### src/hdl/rvPkg.sv
package rvPkg;

    localparam int xlen = 32;
    localparam int regCount = 32;
    localparam int regAw = $clog2(regCount);
    localparam int imemDepth = 256;
    localparam int imemAw = $clog2(imemDepth);
    localparam int dmemDepth = 256;
    localparam int dmemAw = $clog2(dmemDepth);

    // decoded operations, opNop for anything unsupported
    typedef enum logic [3:0] {
        opNop, opAdd, opSub, opAnd, opOr, opSlt,
        opAddi, opLw, opSw, opBeq, opJal
    } opT;

    typedef enum logic [2:0] {aluAdd, aluSub, aluAnd, aluOr, aluSlt} aluT;

    typedef enum logic [1:0] {resAlu, resMem, resPcPlus4} resultT;

    typedef enum logic [1:0] {fwdNone, fwdMem, fwdWb} fwdT;

    typedef struct packed {
        logic              valid;
        opT                op;
        aluT               alu;
        logic [xlen-1:0]   pc;
        logic [xlen-1:0]   pcPlus4;
        logic [regAw-1:0]  rs1;
        logic [regAw-1:0]  rs2;
        logic [regAw-1:0]  rd;
        logic [xlen-1:0]   imm;
        logic              regWrite;
        logic              memWrite;
        logic              memRead;
        logic              useImm;
        resultT            result;
        logic [xlen-1:0]   rd1;
        logic [xlen-1:0]   rd2;
    } idExT;

    typedef struct packed {
        logic              valid;
        logic [xlen-1:0]   aluResult;
        logic [xlen-1:0]   writeData;
        logic [xlen-1:0]   pcPlus4;
        logic [regAw-1:0]  rd;
        logic              regWrite;
        logic              memWrite;
        logic              memRead;
        resultT            result;
    } exMemT;

    typedef struct packed {
        logic [regAw-1:0]  rd;
        logic [xlen-1:0]   data;
    } wbT;

    // addr is a word address
    typedef struct packed {
        logic [xlen-1:0]   addr;
        logic [xlen-1:0]   data;
    } storeT;

    typedef struct packed {
        logic              taken;
        logic [xlen-1:0]   target;
    } redirectT;

endpackage

### src/hdl/regFile.sv
`timescale 1ns/1ps
module regFile (
    input  logic                     clk,
    input  logic                     reset,
    input  logic [rvPkg::regAw-1:0]  rs1,
    input  logic [rvPkg::regAw-1:0]  rs2,
    input  rvPkg::wbT                wbBus,
    input  logic                     wbWe,
    output logic [rvPkg::xlen-1:0]   rd1,
    output logic [rvPkg::xlen-1:0]   rd2
);

    logic [rvPkg::xlen-1:0] regs [rvPkg::regCount];

    // x0 reads zero, a write in flight wins over the array
    function automatic logic [rvPkg::xlen-1:0] readPort(input logic [rvPkg::regAw-1:0] rs);
        if (rs == '0) begin
            return '0;
        end else if (wbWe && wbBus.rd == rs) begin
            return wbBus.data;
        end
        return regs[rs];
    endfunction

    always_ff @(posedge clk) begin
        if (reset) begin
            for (int i = 0; i < rvPkg::regCount; i++) begin
                regs[i] <= '0;
            end
        end else if (wbWe && wbBus.rd != '0) begin
            regs[wbBus.rd] <= wbBus.data;
        end
    end

    assign rd1 = readPort(rs1);
    assign rd2 = readPort(rs2);

endmodule

### config.mk
export PLATFORM = sky130hd
export DESIGN_NAME = regFile
export DESIGN_NICKNAME = d
export VERILOG_FILES = /design/src/hdl/rvPkg.sv /design/src/hdl/regFile.sv
export SDC_FILE = /design/constraint.sdc
export NUM_CORES = 2
export LEC_CHECK = 0
export BUFFER_PORTS_ARGS = -buffer_cell sky130_fd_sc_hd__buf_4
export CORE_MARGIN = 2
export CORE_UTILIZATION = 27
export CTS_BUF_LIST = sky130_fd_sc_hd__clkbuf_16
export DETAILED_ROUTE_END_ITERATION = 10
export PLACE_DENSITY = 0.46
export SLEW_MARGIN = 20
export SYNTH_ARGS = -nofsm -noshare
export SYNTH_HDL_FRONTEND = slang
export SYNTH_SLANG_ARGS = --single-unit
### constraint.sdc
create_clock -name clk -period 4.7 [get_ports clk]
set_input_delay 0.235 -clock clk [delete_from_list [all_inputs] [get_ports clk]]
set_output_delay 0.235 -clock clk [all_outputs]
set_load 0.02 [all_outputs]
* Yosys cells after proc, flatten, opt, wreduce, memory -nomap -nowiden
Memories as Yosys holds them, arrays and structs flattened.
Cells that the tools add are included.
W data, S select, Z words.
** Operators by class
- Mux-type cells :: 18
- Reduce and logical (&&, ||, !) cells :: 7
- Eq/ne operators :: 2
** Operators with widths (number)
- $mux W32 :: 7
- $reduce_or A32 Y1 :: 1
- $eq A5 B5 Y1 :: 2
- $logic_not A5 Y1 :: 2
- $mux W1 :: 10
- $mux W5 :: 1
- $reduce_bool A5 Y1 :: 1
- $logic_and A1 B1 Y1 :: 3
** Word-level totals
- Word-level logic and storage cells :: 28
- Output and inout port bits :: 64
- RAM bits :: 1024
- Memories kept :: 1
- Input bits :: 50
- Register bits :: 0
** Memory list
- regs :: words 32, bits a word 32, rd ports 2, clocked after memory_dff 0, write ports 32, RTL line regFile.sv:13 : logic [rvPkg::xlen-1:0] regs [rvPkg::regCount];

* Logic depth before layout (Yosys ltp)
- Depth after elaboration :: 7
- Gate-level depth with buffers :: 9
- Gate-level depth less buffers :: 5

* Least setup slack after synthesis
Ideal clock, no wire load.
- Kind :: input to output
- From :: input port rs2[0] (netlist name)
- To :: output port rd2[29] (netlist name)
- Required time :: 4.465 ns
- Arrival time :: 1.970 ns
- Buffers on the path :: 4
- Stages on the path :: 8
- Path slack :: 2.495 ns
- Path through :: buf_6 > buf_2 > buf_4 > buf_4 > mux2i_1 > a221oi_1 > a21oi_1 > o311ai_1
** On the way
- Cells in the longest elaborated chain, start to end :: 5
- Elaborated cells on any way between the ends :: 8
- Those cells by class :: 1 x eq/ne; 4 x mux; 2 x reduce/logical; 1 x memory
** Ends and longest elaborated chain
- start, declared :: RTL line regFile.sv:6 : input logic [rvPkg::regAw-1:0] rs2,
- branches (longest 4 deep; another with $mem_v2 Z32 W32)
- $mux W32 (*) :: RTL line regFile.sv:22 : return regs[rs];
- end, declared :: RTL line regFile.sv:10 : output logic [rvPkg::xlen-1:0] rd2
Mark *: on every way between the ends.

* Worst setup path after layout
Ends and elaborated chain as after synthesis.

==> results.py <==
metrics = {
    "place": {
        "dp_hpwl_mm": 135,
        "globalplace.congestion": 0.829,
        "io_buffers": 113,
        "dp.cells": 6334,
        "dp_slack_ns": 0.628,
    },
    "logic_synthesis": {
        "synth_area_leaders": "edfxtp_1, mux4_2, and2_1",
        "syn_inst": 3745,
        "synth-seq-cells": 1024,
        "ys_seq_area_share_pct": 55.7,
        "synth_area_um2": 55200,
        "async_flop_share_pct": 0,
        "syn_area_per_cell_um2": 14.8,
        "synth-edff-count": 1024,
        "synth_ff_type": "edfxtp_1",
        "synth_top_area_cell": "edfxtp_1",
        "ys_types": 47,
        "yosys_warnings": 0,
        "synth.top_cell.area_share_pct": 55.7,
    },
    "power_and_ir_drop": {
        "powerDensity_nw_per_um2": 360,
        "seqPwrFrac_pct": 47.4,
        "ir_worst_vdd_uv": 290,
        "internal_power_uw": 16600,
        "p_switching_uw": 6190,
        "p_leak_uw": 0.0217,
        "power_uw": 22800,
        "clkPwrFrac_pct": 38.6,
        "p_comb_share_pct": 14.1,
        "switching_share_pct": 27.1,
    },
    "sta": {
        "post-route-period-util_pct": 87.3,
        "max_slew_margin_pct": 21.9,
        "setup_violations": 0,
        "fin_crit_ns": 4.10,
        "final-hold-violation-count": 0,
        "fin_ws_ns": 0.598,
        "tightest_slew_ns": 1.17,
        "tns_ns": 0,
        "rsz0062_at_grt": "no",
        "slew_violations": 0,
        "max_freq_ghz": 0.244,
    },
    "route": {
        "first_pass_iters": 6,
        "wire_per_inst_um": 34.3,
        "drc": 0,
        "viasPerCell": 5.37,
        "drtIter0Drc": 4591,
        "routed_wl_mm": 225,
        "vias": 35300,
        "ant_nets": 0,
    },
    "cts": {
        "clk_pin_slew_worst_paths_ns": 0.06,
        "cts_tree": "done",
        "cts_root_buf": "clkbuf_16",
        "clock_sinks": 1024,
        "h-tree-depth": 3,
        "ctsResizeCount": 0,
        "ctsLongestPathBuffers": 3,
        "numCtsBuffers": 115,
    },
    "global_route": {
        "antenna_found_initial": 38,
        "grt_pass1_vias": 35300,
        "grt_first_pass_wirelength_mm": 308,
        "gr-total-overflow": 0,
        "grt_max_degree": 65,
        "grt_usage_pct": 21.2,
    },
    "worst_setup_path": {
        "crit_fanout": 41,
        "crit_top_cell": "buf_4",
        "path_cells": "buf_8 > buf_12 > buf_4 > mux4_2 > nor3b_1 > o311ai_2 > buf_4 > buf_4",
        "critPathSlowestCell": "nor3b_1",
        "start_kind": "input port",
        "end_kind": "primary output",
        "criticalPathCategory": "in -> out",
        "arrival_ns": 3.87,
        "required_ns": 4.47,
        "critical-path-max-stage-delay_ns": 0.96,
    },
    "finish": {
        "ff_latch_area_um2": 30700,
        "final_cells": 6562,
        "largest_register_ffs": 1024,
        "nFillCells": 20100,
        "nets": 3815,
        "syn_to_final_growth_pct": 14.7,
        "largest_registers": "regs: 1024 flops",
        "multiInputGateArea_um2": 23100,
        "drive_above_1_share_pct": 26.5,
        "largest-register": "regs",
    },
    "flow_run": {
        "maxCapViolCount": 0,
    },
    "floorplan": {
        "ios": 114,
        "die_h_um": 456,
        "initial_utilization_pct": 27.1,
        "die_x_um": 456,
        "core_um2": 204000,
        "num_rows": 166,
        "design.die.area_um2": 208000,
    },
    "status": {
        "outcome": "complete, no violations",
    },
    "min_path": {
        "hp-class": "in -> reg",
    },
}
## metal layers
metal | vias up | wire (um) | share of wire, % | global-route usage [%]
li1 | 14400 | - | - | -
met1 | 18700 | 91300 | 41 | 28.0
met2 | 1737 | 109000 | 48 | 35.2
met3 | 386 | 15900 | 7.1 | 3.05
met4 | 14 | 8810 | 3.9 | 7.98
met5 | - | 80 | 0.036 | 0
## power groups by stage
stage,clock (uW),sequential [uW],combinational (uW)
floorplan,0,10900,1830
global placement,0,11000,3220
detailed placement,0,11000,3210
CTS,8930,10800,3220
global route,9250,10900,3320
finish,8810,10800,3210
## metrics by stage
| step | cell area (um2) | hold WS, ns | utilization [%] |
|---|---|---|---|
| global route | 63400 | 0.0318 | 31.1 |
| global placement | 59700 | 0.818 | 29.3 |
| detailed placement | 59700 | 0.823 | 29.3 |
| floorplan | 55400 | 0.433 | - |
| finish | 63400 | 0.0466 | 31.1 |
| CTS | 63300 | 0.00104 | 31.1 |
## worst paths after layout
| path | startpoint | to | slack [ns] | depth (start not counted) |
|---|---|---|---|---|
| worst max-delay path | rs2[0] | rd2[29] | 0.60 | 8 |
| worst min-delay path | wbBus[23] | regs[27][23] | 0.05 | 2 |
## layout make-up
cell class              count  area share, %
diodes                     10         0.0395
clock buffers             118           4.66
clock inverters            98           1.00
inverters                  18          0.111
multi-input cells        2331           36.5
flip-flops and latches   1024           48.5
well taps                2688           5.31
repair buffers            275           3.88
## Yosys cell counts (32+ instances only)
master / n
clkbuf_1: 303
a21oi_1: 39
a22oi_1: 53
a221oi_1: 48
or2_2: 33
and2_1: 994
buf_2: 63
nor2_1: 70
nand3_1: 47
mux2i_1: 197
o211ai_1: 41
nand2_1: 94
edfxtp_1: 1024
mux2_2: 40
o21ai_0: 32
mux4_2: 460
## placed cells by master (no fill, tap or decap), types with 14 or more instances in the layout
master / netlist / routed
a21oi_1: 39 / 39
a221o_1: 22 / 22
a221oi_1: 48 / 48
a22oi_1: 53 / 53
a31oi_1: 16 / 16
and2_1: 994 / 993
buf_12: 0 / 26
buf_4: 16 / 240
clkbuf_16: 0 / 118
clkinv_1: 0 / 25
clkinv_2: 0 / 35
conb_1: 1 / 32
edfxtp_1: 1024 / 1024
inv_1: 17 / 39
mux2_2: 40 / 40
mux2i_1: 197 / 197
mux4_2: 460 / 460
nand2_1: 94 / 94
nand3_1: 47 / 47
nand3b_1: 19 / 19
nor2_1: 70 / 37
nor2_4: 0 / 32
o211ai_1: 41 / 41
o21ai_0: 32 / 31
o221ai_1: 14 / 14
o22ai_1: 25 / 25
or2_2: 33 / 34
## logic make-up (layout without fill, tap and decap cells)
kind of cell    Yosys count  in the layout  share of synthesized area, %
other cells               1             42                       0.00679
simple gates           1282           1282                          13.7
xor+xnor                 10             10                         0.159
buf+inv                 421            509                          3.25
mux                     697            697                          23.1
flops                  1024           1024                          55.7
compound gates          310            310                          4.07
## worst max-delay path: cells and delay by family
kind | cells | cell delay, ns
buffers and inverters | 5 | 1.57
AO/OA/AOI/OAI | 1 | 0.33
AND/OR/NAND/NOR | 1 | 0.96
multiplexers | 1 | 0.62
## what timing repair did
action	4_1_cts	5_1_grt
hold buffers	1	0
hold endpoints to repair	21	0
setup buffers	0	0
(Power assumes the default switching activity.)
