<file path="src/hdl/rvPkg.sv">
package rvPkg;

    localparam int xlen = 32;
    localparam int regCount = 32;
    localparam int regAw = $clog2(regCount);
    localparam int imemDepth = 256;
    localparam int imemAw = $clog2(imemDepth);
    localparam int dmemDepth = 256;
    localparam int dmemAw = $clog2(dmemDepth);

    // decoded operations, opNop for anything unsupported
    typedef enum logic [3:0] {
        opNop, opAdd, opSub, opAnd, opOr, opSlt,
        opAddi, opLw, opSw, opBeq, opJal
    } opT;

    typedef enum logic [2:0] {aluAdd, aluSub, aluAnd, aluOr, aluSlt} aluT;

    typedef enum logic [1:0] {resAlu, resMem, resPcPlus4} resultT;

    typedef enum logic [1:0] {fwdNone, fwdMem, fwdWb} fwdT;

    typedef struct packed {
        logic              valid;
        opT                op;
        aluT               alu;
        logic [xlen-1:0]   pc;
        logic [xlen-1:0]   pcPlus4;
        logic [regAw-1:0]  rs1;
        logic [regAw-1:0]  rs2;
        logic [regAw-1:0]  rd;
        logic [xlen-1:0]   imm;
        logic              regWrite;
        logic              memWrite;
        logic              memRead;
        logic              useImm;
        resultT            result;
        logic [xlen-1:0]   rd1;
        logic [xlen-1:0]   rd2;
    } idExT;

    typedef struct packed {
        logic              valid;
        logic [xlen-1:0]   aluResult;
        logic [xlen-1:0]   writeData;
        logic [xlen-1:0]   pcPlus4;
        logic [regAw-1:0]  rd;
        logic              regWrite;
        logic              memWrite;
        logic              memRead;
        resultT            result;
    } exMemT;

    typedef struct packed {
        logic [regAw-1:0]  rd;
        logic [xlen-1:0]   data;
    } wbT;

    // addr is a word address
    typedef struct packed {
        logic [xlen-1:0]   addr;
        logic [xlen-1:0]   data;
    } storeT;

    typedef struct packed {
        logic              taken;
        logic [xlen-1:0]   target;
    } redirectT;

endpackage

</file>
<file path="src/hdl/controlUnit.sv">
`timescale 1ns/1ps
module controlUnit (
    input  logic                     clk,
    input  logic                     reset,
    input  logic [rvPkg::xlen-1:0]   instrD,
    input  logic [rvPkg::xlen-1:0]   pcD,
    input  logic                     validD,
    input  logic [rvPkg::xlen-1:0]   rd1,
    input  logic [rvPkg::xlen-1:0]   rd2,
    input  rvPkg::exMemT             exMem,
    input  rvPkg::wbT                wbBus,
    input  logic                     wbWe,
    input  rvPkg::redirectT          redirect,
    output logic [rvPkg::regAw-1:0]  rs1,
    output logic [rvPkg::regAw-1:0]  rs2,
    output logic                     stallF,
    output logic                     flushD,
    output rvPkg::idExT              idEx,
    output rvPkg::fwdT               fwdA,
    output rvPkg::fwdT               fwdB
);

    logic [6:0]             opcode;
    logic [2:0]             funct3;
    logic [rvPkg::xlen-1:0] immI;
    logic [rvPkg::xlen-1:0] immS;
    logic [rvPkg::xlen-1:0] immB;
    logic [rvPkg::xlen-1:0] immJ;
    rvPkg::opT              opD;
    rvPkg::idExT            dec;
    logic                   loadUse;

    // pick the newest producer of rs, mem stage first
    function automatic rvPkg::fwdT fwdSel(input logic [rvPkg::regAw-1:0] rs);
        if (rs != '0 && exMem.valid && exMem.regWrite && !exMem.memRead && exMem.rd == rs) begin
            return rvPkg::fwdMem;
        end else if (rs != '0 && wbWe && wbBus.rd == rs) begin
            return rvPkg::fwdWb;
        end
        return rvPkg::fwdNone;
    endfunction

    assign opcode = instrD[6:0];
    assign funct3 = instrD[14:12];
    assign rs1 = instrD[19:15];
    assign rs2 = instrD[24:20];

    assign immI = {{20{instrD[31]}}, instrD[31:20]};
    assign immS = {{20{instrD[31]}}, instrD[31:25], instrD[11:7]};
    assign immB = {{19{instrD[31]}}, instrD[31], instrD[7], instrD[30:25], instrD[11:8], 1'b0};
    assign immJ = {{11{instrD[31]}}, instrD[31], instrD[19:12], instrD[20], instrD[30:21], 1'b0};

    always_comb begin
        opD = rvPkg::opNop;
        if (validD) begin
            case (opcode)
                7'b0110011: begin
                    case (funct3)
                        3'b000: opD = instrD[30] ? rvPkg::opSub : rvPkg::opAdd;
                        3'b111: opD = rvPkg::opAnd;
                        3'b110: opD = rvPkg::opOr;
                        3'b010: opD = rvPkg::opSlt;
                        default: opD = rvPkg::opNop;
                    endcase
                end
                7'b0010011: opD = (funct3 == 3'b000) ? rvPkg::opAddi : rvPkg::opNop;
                7'b0000011: opD = (funct3 == 3'b010) ? rvPkg::opLw : rvPkg::opNop;
                7'b0100011: opD = (funct3 == 3'b010) ? rvPkg::opSw : rvPkg::opNop;
                7'b1100011: opD = (funct3 == 3'b000) ? rvPkg::opBeq : rvPkg::opNop;
                7'b1101111: opD = rvPkg::opJal;
                default: opD = rvPkg::opNop;
            endcase
        end
    end

    always_comb begin
        dec = '0;
        dec.valid = validD;
        dec.op = opD;
        dec.alu = rvPkg::aluAdd;
        dec.result = rvPkg::resAlu;
        dec.pc = pcD;
        dec.pcPlus4 = pcD + 32'd4;
        dec.rs1 = rs1;
        dec.rs2 = rs2;
        dec.rd = instrD[11:7];
        dec.rd1 = rd1;
        dec.rd2 = rd2;
        case (opD)
            rvPkg::opAdd: dec.regWrite = 1'b1;
            rvPkg::opSub: begin
                dec.alu = rvPkg::aluSub;
                dec.regWrite = 1'b1;
            end
            rvPkg::opAnd: begin
                dec.alu = rvPkg::aluAnd;
                dec.regWrite = 1'b1;
            end
            rvPkg::opOr: begin
                dec.alu = rvPkg::aluOr;
                dec.regWrite = 1'b1;
            end
            rvPkg::opSlt: begin
                dec.alu = rvPkg::aluSlt;
                dec.regWrite = 1'b1;
            end
            rvPkg::opAddi: begin
                dec.imm = immI;
                dec.useImm = 1'b1;
                dec.regWrite = 1'b1;
            end
            rvPkg::opLw: begin
                dec.imm = immI;
                dec.useImm = 1'b1;
                dec.regWrite = 1'b1;
                dec.memRead = 1'b1;
                dec.result = rvPkg::resMem;
            end
            rvPkg::opSw: begin
                dec.imm = immS;
                dec.useImm = 1'b1;
                dec.memWrite = 1'b1;
            end
            rvPkg::opBeq: dec.imm = immB;
            rvPkg::opJal: begin
                dec.imm = immJ;
                dec.regWrite = 1'b1;
                dec.result = rvPkg::resPcPlus4;
            end
            default: dec.regWrite = 1'b0;
        endcase
    end

    // load in execute feeding the instruction in decode
    assign loadUse = validD && idEx.valid && idEx.memRead && idEx.rd != '0 &&
                     (idEx.rd == rs1 || idEx.rd == rs2);
    assign stallF = loadUse;
    assign flushD = redirect.taken;

    assign fwdA = fwdSel(idEx.rs1);
    assign fwdB = fwdSel(idEx.rs2);

    always_ff @(posedge clk) begin
        if (reset || loadUse || redirect.taken) begin
            idEx <= '0;
        end else begin
            idEx <= dec;
        end
    end

endmodule

</file>
<file path="config.mk">
export PLATFORM = sky130hd
export DESIGN_NAME = controlUnit
export DESIGN_NICKNAME = d
export VERILOG_FILES = /design/src/hdl/rvPkg.sv /design/src/hdl/controlUnit.sv
export SDC_FILE = /design/constraint.sdc
export NUM_CORES = 1
export LEC_CHECK = 0
export BUFFER_PORTS_ARGS = -buffer_cell sky130_fd_sc_hd__buf_2
export CAP_MARGIN = 5
export CORE_AREA = 4 4 197 199
export CTS_CLUSTER_DIAMETER = 50
export DETAILED_ROUTE_END_ITERATION = 8
export DIE_AREA = 0 0 201 203
export PLACE_DENSITY = 0.51
export SLEW_MARGIN = 5
export SYNTH_ARGS = -nofsm -noshare
export SYNTH_HDL_FRONTEND = slang
export SYNTH_SLANG_ARGS = --single-unit
</file>
<file path="constraint.sdc">
create_clock -name clk -period 2.3 [get_ports clk]
set_input_delay 0.115 -clock clk [delete_from_list [all_inputs] [get_ports clk]]
set_output_delay 0.115 -clock clk [all_outputs]
set_load 0.05 [all_outputs]
</file>
# == Yosys cells after proc, flatten, opt, wreduce, memory -nomap -nowiden ==
# Cells that the tools add are included.
# word_totals
regBits,189
inputBits,309
out_inout_bits,205
wordCells,94
# op_classes
n_addsub,1
n_eq_ne,25
muxes,25
n_reduce_logical,27
# ops
operator,n
$pmux W32 S4,1
$add A32 B3 Y32 const B,1
$eq A5 B5 Y1,6
$pmux W3 S4,2
$pmux W4 S6,1
$eq A4 B3 Y1 const B,4
$logic_and A1 B1 Y1,16
$reduce_bool A5 Y1,3
$eq A7 B6 Y1 const B,2
$eq A7 B7 Y1 const B,2
$mux W2,7
$eq A4 B4 Y1 const B,3
$mux W4,3
$eq A4 B2 Y1 const B,2
$mux W1,8
$reduce_or A8 Y1,1
$eq A7 B2 Y1 const B,1
$eq A7 B5 Y1 const B,1
$eq A3 B3 Y1 const B,2
$mux W3,2
$eq A4 B1 Y1 const B,1
$pmux W2 S2,1
$eq A3 B2 Y1 const B,1
$logic_not A3 Y1,1
4 further kinds,6

# == Logic depth before layout (Yosys ltp) ==
# depth
word_depth,7
mapped_depth,9

# == Worst setup path after synthesis ==
# Ideal clock, no wire load.
# synth_timing
path_kind,register to output
from,register idEx[113] (netlist name)
to,output fwdA[1]
t_arrival_ns,3.271
path_slack_ns,-1.086
path_stages_with_launch,5
path_buffers,0
path_cell_list,dfxtp_1 -> or4_1 -> nor2_1 -> nor4_1 -> nor4_1
# synth_between
elab_chain_len,7
elab_cells_between_ends,13
cone_classes,2 x eq/ne; 4 x mux; 7 x reduce/logical
# synth_lines
item,line_no,text
"start, declared",controlUnit.sv:18,"output rvPkg::idExT idEx,"
"start signal, assigned",controlUnit.sv:145,idEx <= '0;
"start signal, assigned",controlUnit.sv:147,idEx <= dec;
$reduce_bool A5 Y1,"controlUnit.sv:35, controlUnit.sv:37",
$logic_and A1 B1 Y1 (4 in a row),controlUnit.sv:35,if (rs != '0 && exMem.valid && exMem.regWrite && !exMem.memRead && exMem.rd == rs) begin
$mux W2 or $mux W1 (tied branches),controlUnit.sv:35,
$mux W2 (*),controlUnit.sv:40,return rvPkg::fwdNone;
"end, declared",controlUnit.sv:19,"output rvPkg::fwdT fwdA,"
# Every way passes the cells marked *; elsewhere a longest branch is shown, timed or not.

# == Final worst setup path ==
# Same ends and word-level chain as after synthesis.

==> impl_metrics.toml <==
[outcome]
status = "finished clean"

[clock_network]
cts_setup_buffers = 0
clk_latency_ns = 0.44
clk_path_buf_depth = 2
cts_root_buf = "clkbuf_16"
cts_sinks = 176
htree_levels = 4
cts_tree = "yes"
numCtsBuffers = 17
cts.reportedPaths.clkPinSlew_ns = 0.08

[sta]
timing.final.hold_violations = 0
worst_slew_pin_slew_ns = 0.4980
timing.fmax_mhz = 452.8
whs_ns = 0.04844
relSlewSlack = 0.6680
drv_slew = 0
rsz0062_at_grt = "yes"
fin_crit_sh = 0.9602
skew_ns = 0.009465
setup_ws_ns = 0.09160
fin_setup_tns_ns = 0
finalSetupViolations = 0
fin_crit_ns = 2.208

[layout]
nets = 1375
largest_reg_flops = 176
area.growth.synth_to_final_pct = 64.91
top_register = "idEx"
drive_above_1_share = 0.3878
largest_registers = "idEx: 176 flops"

[floorplanning]
io-pin-count = 514
start_util = 0.1688
die_height_um = 203
die_w_um = 201
dieArea_um2 = 40800
core-area_um2 = 37220
core.rowCount = 71

[synth]
syn_inst = 610
async_flop_share = 0
ys_seq_area_frac = 0.5607
synth-adder-area-share = 0.001991
synth_top_family_by_area = "simple AND/OR/NAND/NOR gates"
ys_warn_count = 0
synthSimpleGateAreaFrac = 0.2553
synth_commonest_cells = "dfxtp_1, and2_1, nor2_1, xnor2_1, buf_4"
synthMuxAreaShare = 0
synth_cell_types = 44
synthesis.area_um2 = 6284
syn_avg_cell_area_um2 = 10.30
synth_xor_area_frac = 0.08363
synth_compound_area_frac = 0.04421
syn-num-nets = 920
synth_area_leaders = "dfxtp_1, and2_1, xnor2_1"
synth_top_cell_area_share = 0.5607
ys.flop_type = "dfxtp_1"
yosysMostFrequentCell = "dfxtp_1"
yosys.area.top_type = "dfxtp_1"
synth_edf_count = 0
yosys_register_bits = 176

[grt]
top_usage_layer = "met2"
met1_usage = 0.1194
grt_pass1_vias = 6031
grt-ovfl-total = 0
grt_usage = 0.1094
grt_max_degree = 64
antenna_found_initial = 2
grt_use_met2 = 0.1957
grt_pass1_wl_um = 34710
met3_usage = 0.03753

[min_path]
hold_class = "in2reg"
whs_path_depth = 3

[power_and_ir_drop]
power_density_nw_per_um2 = 701.6
p_sw_frac = 0.3084
total_power_mw = 7.270
seqPwrFrac = 0.437
ir_drop_mv = 0.4900
switchingPower_mw = 2.242
pwr-share-comb = 0.155
p_int_mw = 5.028
clkPwrFrac = 0.408
p_leak_nw = 4.858

[flow_run]
cap_violations = 0

[detailed_routing]
num_vias = 5815
dr.pass1.iters = 4
wl_um = 22760
viasPerCell = 3.744
drc = 0
wl_per_cell_um = 14.66
antenna_left = 0
drtIter0Drc = 195

[critical_path]
worstPathArrival_ns = 2.09
cp_max_fo = 4
reg2reg_depth = 5
cp-end-kind = "output port"
cp.required_ns = 2.18
critPathKind = "reg2out"
critPathLaunchType = "register"

[place]
gp_congestion = 0.8577
pre_cts_ws_ns = 0.1849
hpwlAfterDp_um = 16960
portBuffers = 350
[timing repair]
action,in CTS,in global routing
setup endpoints to repair,2,2
hold buffers,122,0
endpoints found under the hold margin,159,0
pin swaps,0,0
gates resized for setup,5,2
[power by group through the flow]
stage                     clock (mW)  combinational [mW]  sequential (mW)
after floorplan                    0               0.272             3.61
after global placement             0               0.960             3.25
after detailed placement           0               0.967             3.25
after CTS                       3.10                1.14             3.18
after global routing            3.21                1.20             3.19
final                           2.96                1.13             3.18
[routing by layer]
layer,part of all wire,up-vias
met3,0.070,23
met2,0.51,209
met4,0.022,2
met1,0.40,2694
met5,0.00053,-
li1,-,2887
[final timing paths]
kind	from	endpoint	slack, ns
max	idEx[113]	fwdA[1]	0.09
min	instrD[0]	idEx[68]	0.05
max reg2reg	idEx[104]	idEx[64]	0.20
min reg2reg	idEx[67]	idEx[102]	0.93
[stage by stage]
stage               cells  instance area (µm²)  utilization
finish               1553                10360       0.2784
global route         1553                10360       0.2784
CTS                  1552                10350       0.2781
detailed placement   1398                 8522       0.2289
global placement     1398                 8522       0.2289
floorplan             610                 6359            -
[cell families (layout without fill, tap and decap cells)]
group / Yosys count / after routing
AND/OR/NAND/NOR: 284 / 284
flip-flops: 176 / 176
XOR/XNOR: 60 / 60
buffers and inverters: 55 / 523
AO/OA/AOI/OAI: 34 / 34
adder cells (fa/ha/maj): 1 / 1
other: 0 / 1
[cells in the final DEF, fill, tap and decap left out, types with 3 or more instances in the layout]
cell type      instances
a21oi_1               11
a22oi_1                5
and2_1               118
and3_1                13
and4_1                 4
buf_12                 3
buf_2                348
buf_4                 11
clkbuf_16             17
clkinv_8               4
dfxtp_1              173
dfxtp_2                3
dlygate4sd3_1        122
inv_1                  6
inv_8                  5
nand2_1               18
nand2b_1               4
nand3_1               20
nand4_1                8
nor2_1                58
nor3_1                11
nor4_1                 7
nor4_4                 4
or4_1                  3
xnor2_1               32
xor2_1                28
[worst max-delay path: stages (launching register included)]
cell and delay [ns]:
dfxtp_1 0.35, or4_1 0.58, nor2_4 0.17, nor4_4 0.08, nor4_4 0.28, buf_6 0.19
[cell type report]
cell class                 count  area [µm²]
fill                        3894       26860
sequential                   176        3527
timing repair buffer         485        3117
multi-input combinational    379        2507
tap                          474       593.1
clock buffer                  17       425.4
clock inverter                15       167.7
inverter                       6       22.52
antenna                        1       2.502
(Power assumes the default switching activity.)
