## src/hdl/rvPkg.sv

```systemverilog
package rvPkg;

    localparam int xlen = 32;
    localparam int regCount = 32;
    localparam int regAw = $clog2(regCount);
    localparam int imemDepth = 256;
    localparam int imemAw = $clog2(imemDepth);
    localparam int dmemDepth = 256;
    localparam int dmemAw = $clog2(dmemDepth);

    // decoded operations, opNop for anything unsupported
    typedef enum logic [3:0] {
        opNop, opAdd, opSub, opAnd, opOr, opSlt,
        opAddi, opLw, opSw, opBeq, opJal
    } opT;

    typedef enum logic [2:0] {aluAdd, aluSub, aluAnd, aluOr, aluSlt} aluT;

    typedef enum logic [1:0] {resAlu, resMem, resPcPlus4} resultT;

    typedef enum logic [1:0] {fwdNone, fwdMem, fwdWb} fwdT;

    typedef struct packed {
        logic              valid;
        opT                op;
        aluT               alu;
        logic [xlen-1:0]   pc;
        logic [xlen-1:0]   pcPlus4;
        logic [regAw-1:0]  rs1;
        logic [regAw-1:0]  rs2;
        logic [regAw-1:0]  rd;
        logic [xlen-1:0]   imm;
        logic              regWrite;
        logic              memWrite;
        logic              memRead;
        logic              useImm;
        resultT            result;
        logic [xlen-1:0]   rd1;
        logic [xlen-1:0]   rd2;
    } idExT;

    typedef struct packed {
        logic              valid;
        logic [xlen-1:0]   aluResult;
        logic [xlen-1:0]   writeData;
        logic [xlen-1:0]   pcPlus4;
        logic [regAw-1:0]  rd;
        logic              regWrite;
        logic              memWrite;
        logic              memRead;
        resultT            result;
    } exMemT;

    typedef struct packed {
        logic [regAw-1:0]  rd;
        logic [xlen-1:0]   data;
    } wbT;

    // addr is a word address
    typedef struct packed {
        logic [xlen-1:0]   addr;
        logic [xlen-1:0]   data;
    } storeT;

    typedef struct packed {
        logic              taken;
        logic [xlen-1:0]   target;
    } redirectT;

endpackage

```

## src/hdl/executeStage.sv

```systemverilog
`timescale 1ns/1ps
module executeStage (
    input  logic                     clk,
    input  logic                     reset,
    input  rvPkg::idExT              idEx,
    input  rvPkg::fwdT               fwdA,
    input  rvPkg::fwdT               fwdB,
    input  logic [rvPkg::xlen-1:0]   wbData,
    output rvPkg::exMemT             exMem,
    output rvPkg::redirectT          redirect
);

    logic [rvPkg::xlen-1:0] srcA;
    logic [rvPkg::xlen-1:0] fwdRs2;
    logic [rvPkg::xlen-1:0] srcB;
    logic [rvPkg::xlen-1:0] aluOut;
    rvPkg::exMemT           exNext;

    function automatic logic [rvPkg::xlen-1:0] fwdMux(
        input rvPkg::fwdT             sel,
        input logic [rvPkg::xlen-1:0] regVal
    );
        case (sel)
            rvPkg::fwdMem: return exMem.aluResult;
            rvPkg::fwdWb: return wbData;
            default: return regVal;
        endcase
    endfunction

    assign srcA = fwdMux(fwdA, idEx.rd1);
    assign fwdRs2 = fwdMux(fwdB, idEx.rd2);
    assign srcB = idEx.useImm ? idEx.imm : fwdRs2;

    always_comb begin
        case (idEx.alu)
            rvPkg::aluSub: aluOut = srcA - srcB;
            rvPkg::aluAnd: aluOut = srcA & srcB;
            rvPkg::aluOr: aluOut = srcA | srcB;
            rvPkg::aluSlt: aluOut = {{(rvPkg::xlen-1){1'b0}}, $signed(srcA) < $signed(srcB)};
            default: aluOut = srcA + srcB;
        endcase
    end

    // beq compares the forwarded register values, not srcB
    always_comb begin
        redirect.taken = idEx.valid &&
                         ((idEx.op == rvPkg::opBeq && srcA == fwdRs2) ||
                          idEx.op == rvPkg::opJal);
        redirect.target = idEx.pc + idEx.imm;
    end

    always_comb begin
        exNext.valid = idEx.valid;
        exNext.aluResult = aluOut;
        exNext.writeData = fwdRs2;
        exNext.pcPlus4 = idEx.pcPlus4;
        exNext.rd = idEx.rd;
        exNext.regWrite = idEx.regWrite;
        exNext.memWrite = idEx.memWrite;
        exNext.memRead = idEx.memRead;
        exNext.result = idEx.result;
    end

    always_ff @(posedge clk) begin
        if (reset) begin
            exMem.valid <= 1'b0;
            exMem.regWrite <= 1'b0;
            exMem.memWrite <= 1'b0;
            exMem.memRead <= 1'b0;
        end else begin
            exMem <= exNext;
        end
    end

endmodule

```

## config.mk

```make
export PLATFORM = sky130hd
export DESIGN_NAME = executeStage
export DESIGN_NICKNAME = d
export VERILOG_FILES = /design/src/hdl/rvPkg.sv /design/src/hdl/executeStage.sv
export SDC_FILE = /design/constraint.sdc
export NUM_CORES = 1
export LEC_CHECK = 0
export BUFFER_PORTS_ARGS = -buffer_cell sky130_fd_sc_hd__buf_2
export CAP_MARGIN = 20
export CORE_AREA = 5 5 180 182
export CTS_BUF_LIST = sky130_fd_sc_hd__clkbuf_8
export CTS_CLUSTER_DIAMETER = 120
export CTS_CLUSTER_SIZE = 25
export DETAILED_ROUTE_END_ITERATION = 6
export DIE_AREA = 0 0 185 187
export GPL_TIMING_DRIVEN = 0
export PLACE_DENSITY = 0.67
export SLEW_MARGIN = 20
export SYNTH_ARGS = -nofsm -noshare
export SYNTH_HDL_FRONTEND = slang
export SYNTH_SLANG_ARGS = --single-unit
```

## constraint.sdc

```tcl
create_clock -name clk -period 3.93 [get_ports clk]
set_input_delay 0.1965 -clock clk [delete_from_list [all_inputs] [get_ports clk]]
set_output_delay 0.1965 -clock clk [all_outputs]
set_load 0.01 [all_outputs]
```

* Word-level counts from Yosys, hierarchy flattened
Index checks and enable logic that the tools add are counted.
Storage, ports and cells: bits in registers 107, output and inout bits 140, logic and storage cells 33
Cells by class: magnitude comparators 1, add/subtract/negate cells 3, reduce and logical (&&, ||, !) cells 3, multiplexer cells 4, equality and inequality tests 11, bitwise logic cells 2
Operator list (count):
- 32-bit case mux with 2 select lines | 2
- 32-bit case mux with 4 select lines | 1
- 32-bit adder | 2
- 32-bit bitwise AND | 1
- 32-bit equality test | 1
- 32-bit < comparator | 1
- 32-bit two-way mux | 1
- 32-bit bitwise OR | 1
- 32-bit subtractor | 1
- 4-bit equality test (second input constant) | 2
- 3-bit by 2-bit equality test with 1-bit output (second input constant) | 2
- 2-bit by 1-bit equality test with 1-bit output (second input constant) | 2
- 2-bit equality test (second input constant) | 2
- 3-bit by 1-bit equality test with 1-bit output (second input constant) | 1
- 3-bit equality test (second input constant) | 1
- 1-bit logical AND | 2
- 1-bit logical OR | 1

* Longest topological paths before layout
word-level depth 6, mapped depth 19, mapped depth without buffers 18

* Worst setup path after synthesis
No wires, ideal clock.
path type input port to flip-flop, start input port fwdB[0], end register exMem[92] (netlist name), data pin, setup time 265 ps, stages on the path 17, data arrival time 3733 ps, data required time 3665 ps, buffers on the path 2, slack -69 ps, path through inv_1 > ha_1 > clkbuf_1 > buf_1 > a21oi_1 > o21ai_0 > ha_1 > fa_1 > o21ba_1 > o41ai_2 > o21ai_1 > a21oi_2 > a21boi_1 > o21ba_1 > or3_1 > a221oi_1 > a31oi_1
Between the ends: cells in the longest elaborated chain, start to end 5
RTL lines:
- from (decl) | RTL line executeStage.sv:7 | input rvPkg::fwdT fwdB,
- 2-bit equality test / 2-bit by 1-bit equality test with 1-bit output (equally long branches) | RTL line executeStage.sv:23 | case (sel)
- 32-bit case mux with 2 select lines * | RTL line executeStage.sv:23
- 32-bit two-way mux * | RTL line executeStage.sv:32 | assign srcB = idEx.useImm ? idEx.imm : fwdRs2;
- 32-bit adder, or another cell as far along | RTL line executeStage.sv:40 | default: aluOut = srcA + srcB;
- 32-bit case mux with 4 select lines * | RTL line executeStage.sv:35 | case (idEx.alu)
- named net aluOut (one bit) | RTL line executeStage.sv:16 | logic [rvPkg::xlen-1:0] aluOut;
- to (signal assigned) | RTL line executeStage.sv:71 | exMem <= exNext;
- to (decl) | RTL line executeStage.sv:9 | output rvPkg::exMemT exMem,
The timed path passes the listed nets; every way through them passes the cells marked *. A chain may end at the register's enable or synchronous reset.

* Worst setup path in the final report
start register exMem[74] (netlist name), end register exMem[92] (netlist name), data pin
Between the ends: cells in the longest elaborated chain, start to end 4
RTL lines (RTL line):
- 32-bit case mux with 2 select lines | executeStage.sv:23
- 32-bit two-way mux | executeStage.sv:32
- 32-bit adder / 32-bit subtractor (equally long branches) | executeStage.sv:40, executeStage.sv:36
- 32-bit case mux with 4 select lines * | executeStage.sv:35
- named net aluOut (one bit) | executeStage.sv:16
Marked as above.

==> impl_summary.txt <==
----------------------------------------------------
[Run status]
  Outcome ... finished, violations left
  Violated checks ... negative setup slack

[Routing]
  WL per Instance ... 25.8 um
  Via count of the routed design ... 14500
  Final wirelength ... 61.6 mm
  Ratio of routed vias to standard cells ... 6.08
  Number of nets with antenna violations after detailed routing ... 0
  First-pass DRT Iterations ... 6
  Remaining design rule violation count ... 0
  Drt first-iter violations ... 1917

[Power and ir drop]
  Power per cell area ... 346 nW/um2
  Leakage power total ... 7.32 nW
  Peak ir drop on the vdd network ... 0.165 mV

[GRT]
  Gr ovfl total ... 0
  Via count of the first global-routing pass ... 13800
  Largest net degree at the start of global routing ... 76
  Global-route wire length before repair ... 86.6 mm
  GRT Total Usage ... 0.331
  Number of antenna violations at the first check in global routing ... 14

[Setup path]
  CP top delay family ... compound AO/OA/AOI/OAI gates
  Kind of critical path ... flop to flop
  Origin of the worst setup path ... exMem[74]
  Reg2Reg Capture Point ... exMem[92]
  Worst path arrival time ... 4.11 ns
  Peak per-stage delay on the critical path ... 0.55 ns
  Crit path buf inv count ... 1
  CP max FO ... 4
  CP Data Required Time ... 4.11 ns
  Cells along the critical path ... a22oi_2 > nor2_1 > a21oi_2 > o21ai_2 > ha_2 > fa_2 > o21ba_4 > o41ai_4 > o21ai_2 > a21oi_2 > buf_6 > a21boi_2 > o21ba_2 > or3_1 > a221oi_2 > a31oi_2
  Startpoint class of the critical path ... flop
  Max stage delay cell, worst path ... sky130_fd_sc_hd__edfxtp_1
  Setup slack, reg-to-reg ... -0.006 ns
  Kind of end point of the critical path ... flop
  Depth of the most critical reg-to-reg path ... 16
  Origin of the critical flop-to-flop path ... exMem[74]

[STA]
  Worst hold-check slack ... 0.0497 ns
  Final period util ... 1.00
  Transition time of the tightest slew-check pin ... 1.01 ns
  Setup slack after layout ... -0.00572 ns
  Worst clock skew ... 0.0258 ns
  Final count of pins violating max slew ... 0
  Total negative setup slack ... -0.00572 ns
  Final Hold Violating Endpoints ... 0
  RSZ-0062 raised after global routing ... yes
  Final setup violation count ... 1
  Slew headroom ... 0.324
  Fin crit period ... 3.94 ns
  Fmax ... 254 MHz

[CTS]
  CTS buffer count ... 9
  Clock latency reported for the late side of the worst-skew pair ... 0.43 ns
  Depth of the CTS H-tree ... 3
  Maximum root-to-sink buffer count ... 2
  TritonCTS clock tree ... built
  CTS sink cnt ... 107
  CTS clock-pin slew for the worst setup and hold paths ... 0.14 ns
  Clock root buffer ... sky130_fd_sc_hd__clkbuf_8

[Hold path]
  Worst Hold Depth ... 2
  Launch instance of the worst min-delay path ... reset
  Class of the tightest hold or removal check ... input pin to flop
  Hold worst-path end ... exMem[106]

[Synth]
  Synthesized net count ... 1882
  Count of distinct cell types in the synthesized netlist ... 92
  Top cells by area in the synthesized netlist ... sky130_fd_sc_hd__edfxtp_1 26%, sky130_fd_sc_hd__ha_1 14%, sky130_fd_sc_hd__a21oi_1 7.1%
  Commonest cells in the netlist ... 171 x sky130_fd_sc_hd__a21oi_1, 161 x sky130_fd_sc_hd__nor2_1, 148 x sky130_fd_sc_hd__inv_1
  Largest family of logic cells by synthesized area ... compound AO/OA/AOI/OAI gates
  Compound-cell area share of the yosys netlist ... 0.305
  Number of warnings issued by yosys ... 0
  Fraction of synthesized cell area in xor and xnor cells ... 0.0452
  Share of synthesized registers carrying an async set or reset ... 0
  Cells after Synth ... 1521
  Netlist Area Pre-Place ... 12000 um2
  Synthesized-area fraction occupied by adder cells ... 0.141
  Share of Yosys cell area claimed by the top area cell type ... 0.257
  Most used flip-flop cell after synthesis ... sky130_fd_sc_hd__edfxtp_1
  Count of flip-flops with a built-in enable after synthesis ... 103
  Cell taking the most area after synthesis ... sky130_fd_sc_hd__edfxtp_1
  Post-synthesis average cell area ... 7.90 um2
  Cell with the most instances after synthesis ... sky130_fd_sc_hd__a21oi_1
  Mux contribution to synthesized area ... 0.00177
  Simple-Gate Fraction of Synth Area ... 0.168
  #FFs+latches synth ... 107
  Post-synthesis sequential area ratio ... 0.264

[Finish]
  Fraction of final layout cells with drive strength greater than 1 ... 0.316
  Max FFs per register ... 107
  Non-filler cells in the finished layout ... 2389
  Most flops, register ... exMem
  Area added between synthesis and finish ... 34.2%
  Biggest registers after layout ... exMem x107
  Post-layout nets ... 2335
  Fill cells ... 2968
  Fin util ... 0.530

[Floorplan]
  Number of top-level pins ... 367
  Core region area ... 30400 um2
  Die extent in y ... 187 um
  Initial Util ... 0.395
  Die outline area ... 34600 um2
  Number of cell rows ... 64
  DIE WIDTH ... 185 um

[Placement]
  Post-placement setup slack ... -1.75 ns
  Routability Congestion ... 1.01
  Port bufs ... 355
  Detailed placer's ending HPWL ... 49.2 mm
  Number of cells in the design after placement ... 2274

[Run]
  MaxCap Viol Count ... 0

----------------------------------------------------
## final cells by class
class / count / area, um2 / share of cell area
Multi-Input combinational cell: 1180 / 8670 / 0.538
Sequential cell: 107 / 3170 / 0.197
Timing Repair Buffer: 447 / 2590 / 0.161
Inverter: 153 / 583 / 0.0361
Tap cell: 396 / 495 / 0.0307
Buffer: 76 / 400 / 0.0248
Clock buffer: 9 / 124 / 0.00768
Clock inverter: 7 / 52.6 / 0.00326
Antenna cell: 14 / 35.0 / 0.00217
## routing by layer
metal	part of all wire	vias up	global-route usage
met5	0.00032	-	0
li1	-	6489	-
met3	0.11	202	0.0655
met1	0.37	6841	0.410
met4	0.060	2	0.171
met2	0.46	987	0.543
## cell families after synthesis
kind of cell    after synthesis
xor+xnor                     62
buf+inv                     234
flops                       107
simple gates                429
fa+ha+maj                   134
compound gates              553
mux                           2
## report_power, final
group | internal, W | leakage [nW] | total [W] | switching, W
Clock | 0.000236 | 0.0805 | 0.000715 | 0.000479
Sequential | 0.00143 | 1.06 | 0.00152 | 0.0000958
Combinational | 0.00126 | 6.18 | 0.00335 | 0.00209
## per-stage QoR
step	instance area (um2)	total power, W
floorplan	12000	0.00328
global placement	14300	0.00434
detailed placement	14300	0.00435
CTS	15500	0.00530
global route	16100	0.00582
finish	16100	0.00558
## placed cells by master, fill, tap and decap left out, drive strengths merged, types with 15 or more instances in the layout
master | synthesis | final
nor2 | 161 | 161
clkbuf | 62 | 64
o221ai | 18 | 18
nand3 | 23 | 23
xnor2 | 48 | 48
nand2 | 105 | 105
nand4 | 17 | 17
nor3 | 23 | 23
o21bai | 15 | 15
a221o | 15 | 15
a211oi | 16 | 16
dlygate4sd3 | 0 | 39
a21oi | 173 | 173
ha | 131 | 131
o211ai | 15 | 15
o21a | 18 | 18
nor2b | 20 | 20
nand2b | 24 | 24
edfxtp | 103 | 103
o21ai | 98 | 98
a21o | 21 | 21
a22oi | 74 | 74
inv | 153 | 154
buf | 19 | 429
## worst reg2reg max path, stage by stage, from the launching register on
cell and delay [ns]:
sky130_fd_sc_hd__edfxtp_1 0.55, sky130_fd_sc_hd__a22oi_2 0.19, sky130_fd_sc_hd__nor2_1 0.08, sky130_fd_sc_hd__a21oi_2 0.16
sky130_fd_sc_hd__o21ai_2 0.11, sky130_fd_sc_hd__ha_2 0.22, sky130_fd_sc_hd__fa_2 0.36, sky130_fd_sc_hd__o21ba_4 0.22
sky130_fd_sc_hd__o41ai_4 0.30, sky130_fd_sc_hd__o21ai_2 0.17, sky130_fd_sc_hd__a21oi_2 0.19, sky130_fd_sc_hd__buf_6 0.14
sky130_fd_sc_hd__a21boi_2 0.06, sky130_fd_sc_hd__o21ba_2 0.23, sky130_fd_sc_hd__or3_1 0.32, sky130_fd_sc_hd__a221oi_2 0.27
sky130_fd_sc_hd__a31oi_2 0.14
## timing repair
action	in CTS	in global routing
gates resized for setup	133	113
setup endpoints to repair	25	18
pin swaps	17	33
cloned	0	0
buffers inserted	25	26
hold endpoints to repair	39	0
hold buffers	39	0
## how the worst max path moves through the flow
stage | endpoint | slack (ns) | cells after the start
after floorplan | exMem[92] | 0.02 | 16
after global placement | exMem[102] | -1.84 | 19
after detailed placement | exMem[102] | -1.75 | 19
after CTS | exMem[92] | 0.004 | 16
after global routing | exMem[101] | -0.05 | 18
final | exMem[92] | -0.006 | 16
No activity file was read; power rests on OpenSTA's default activity.
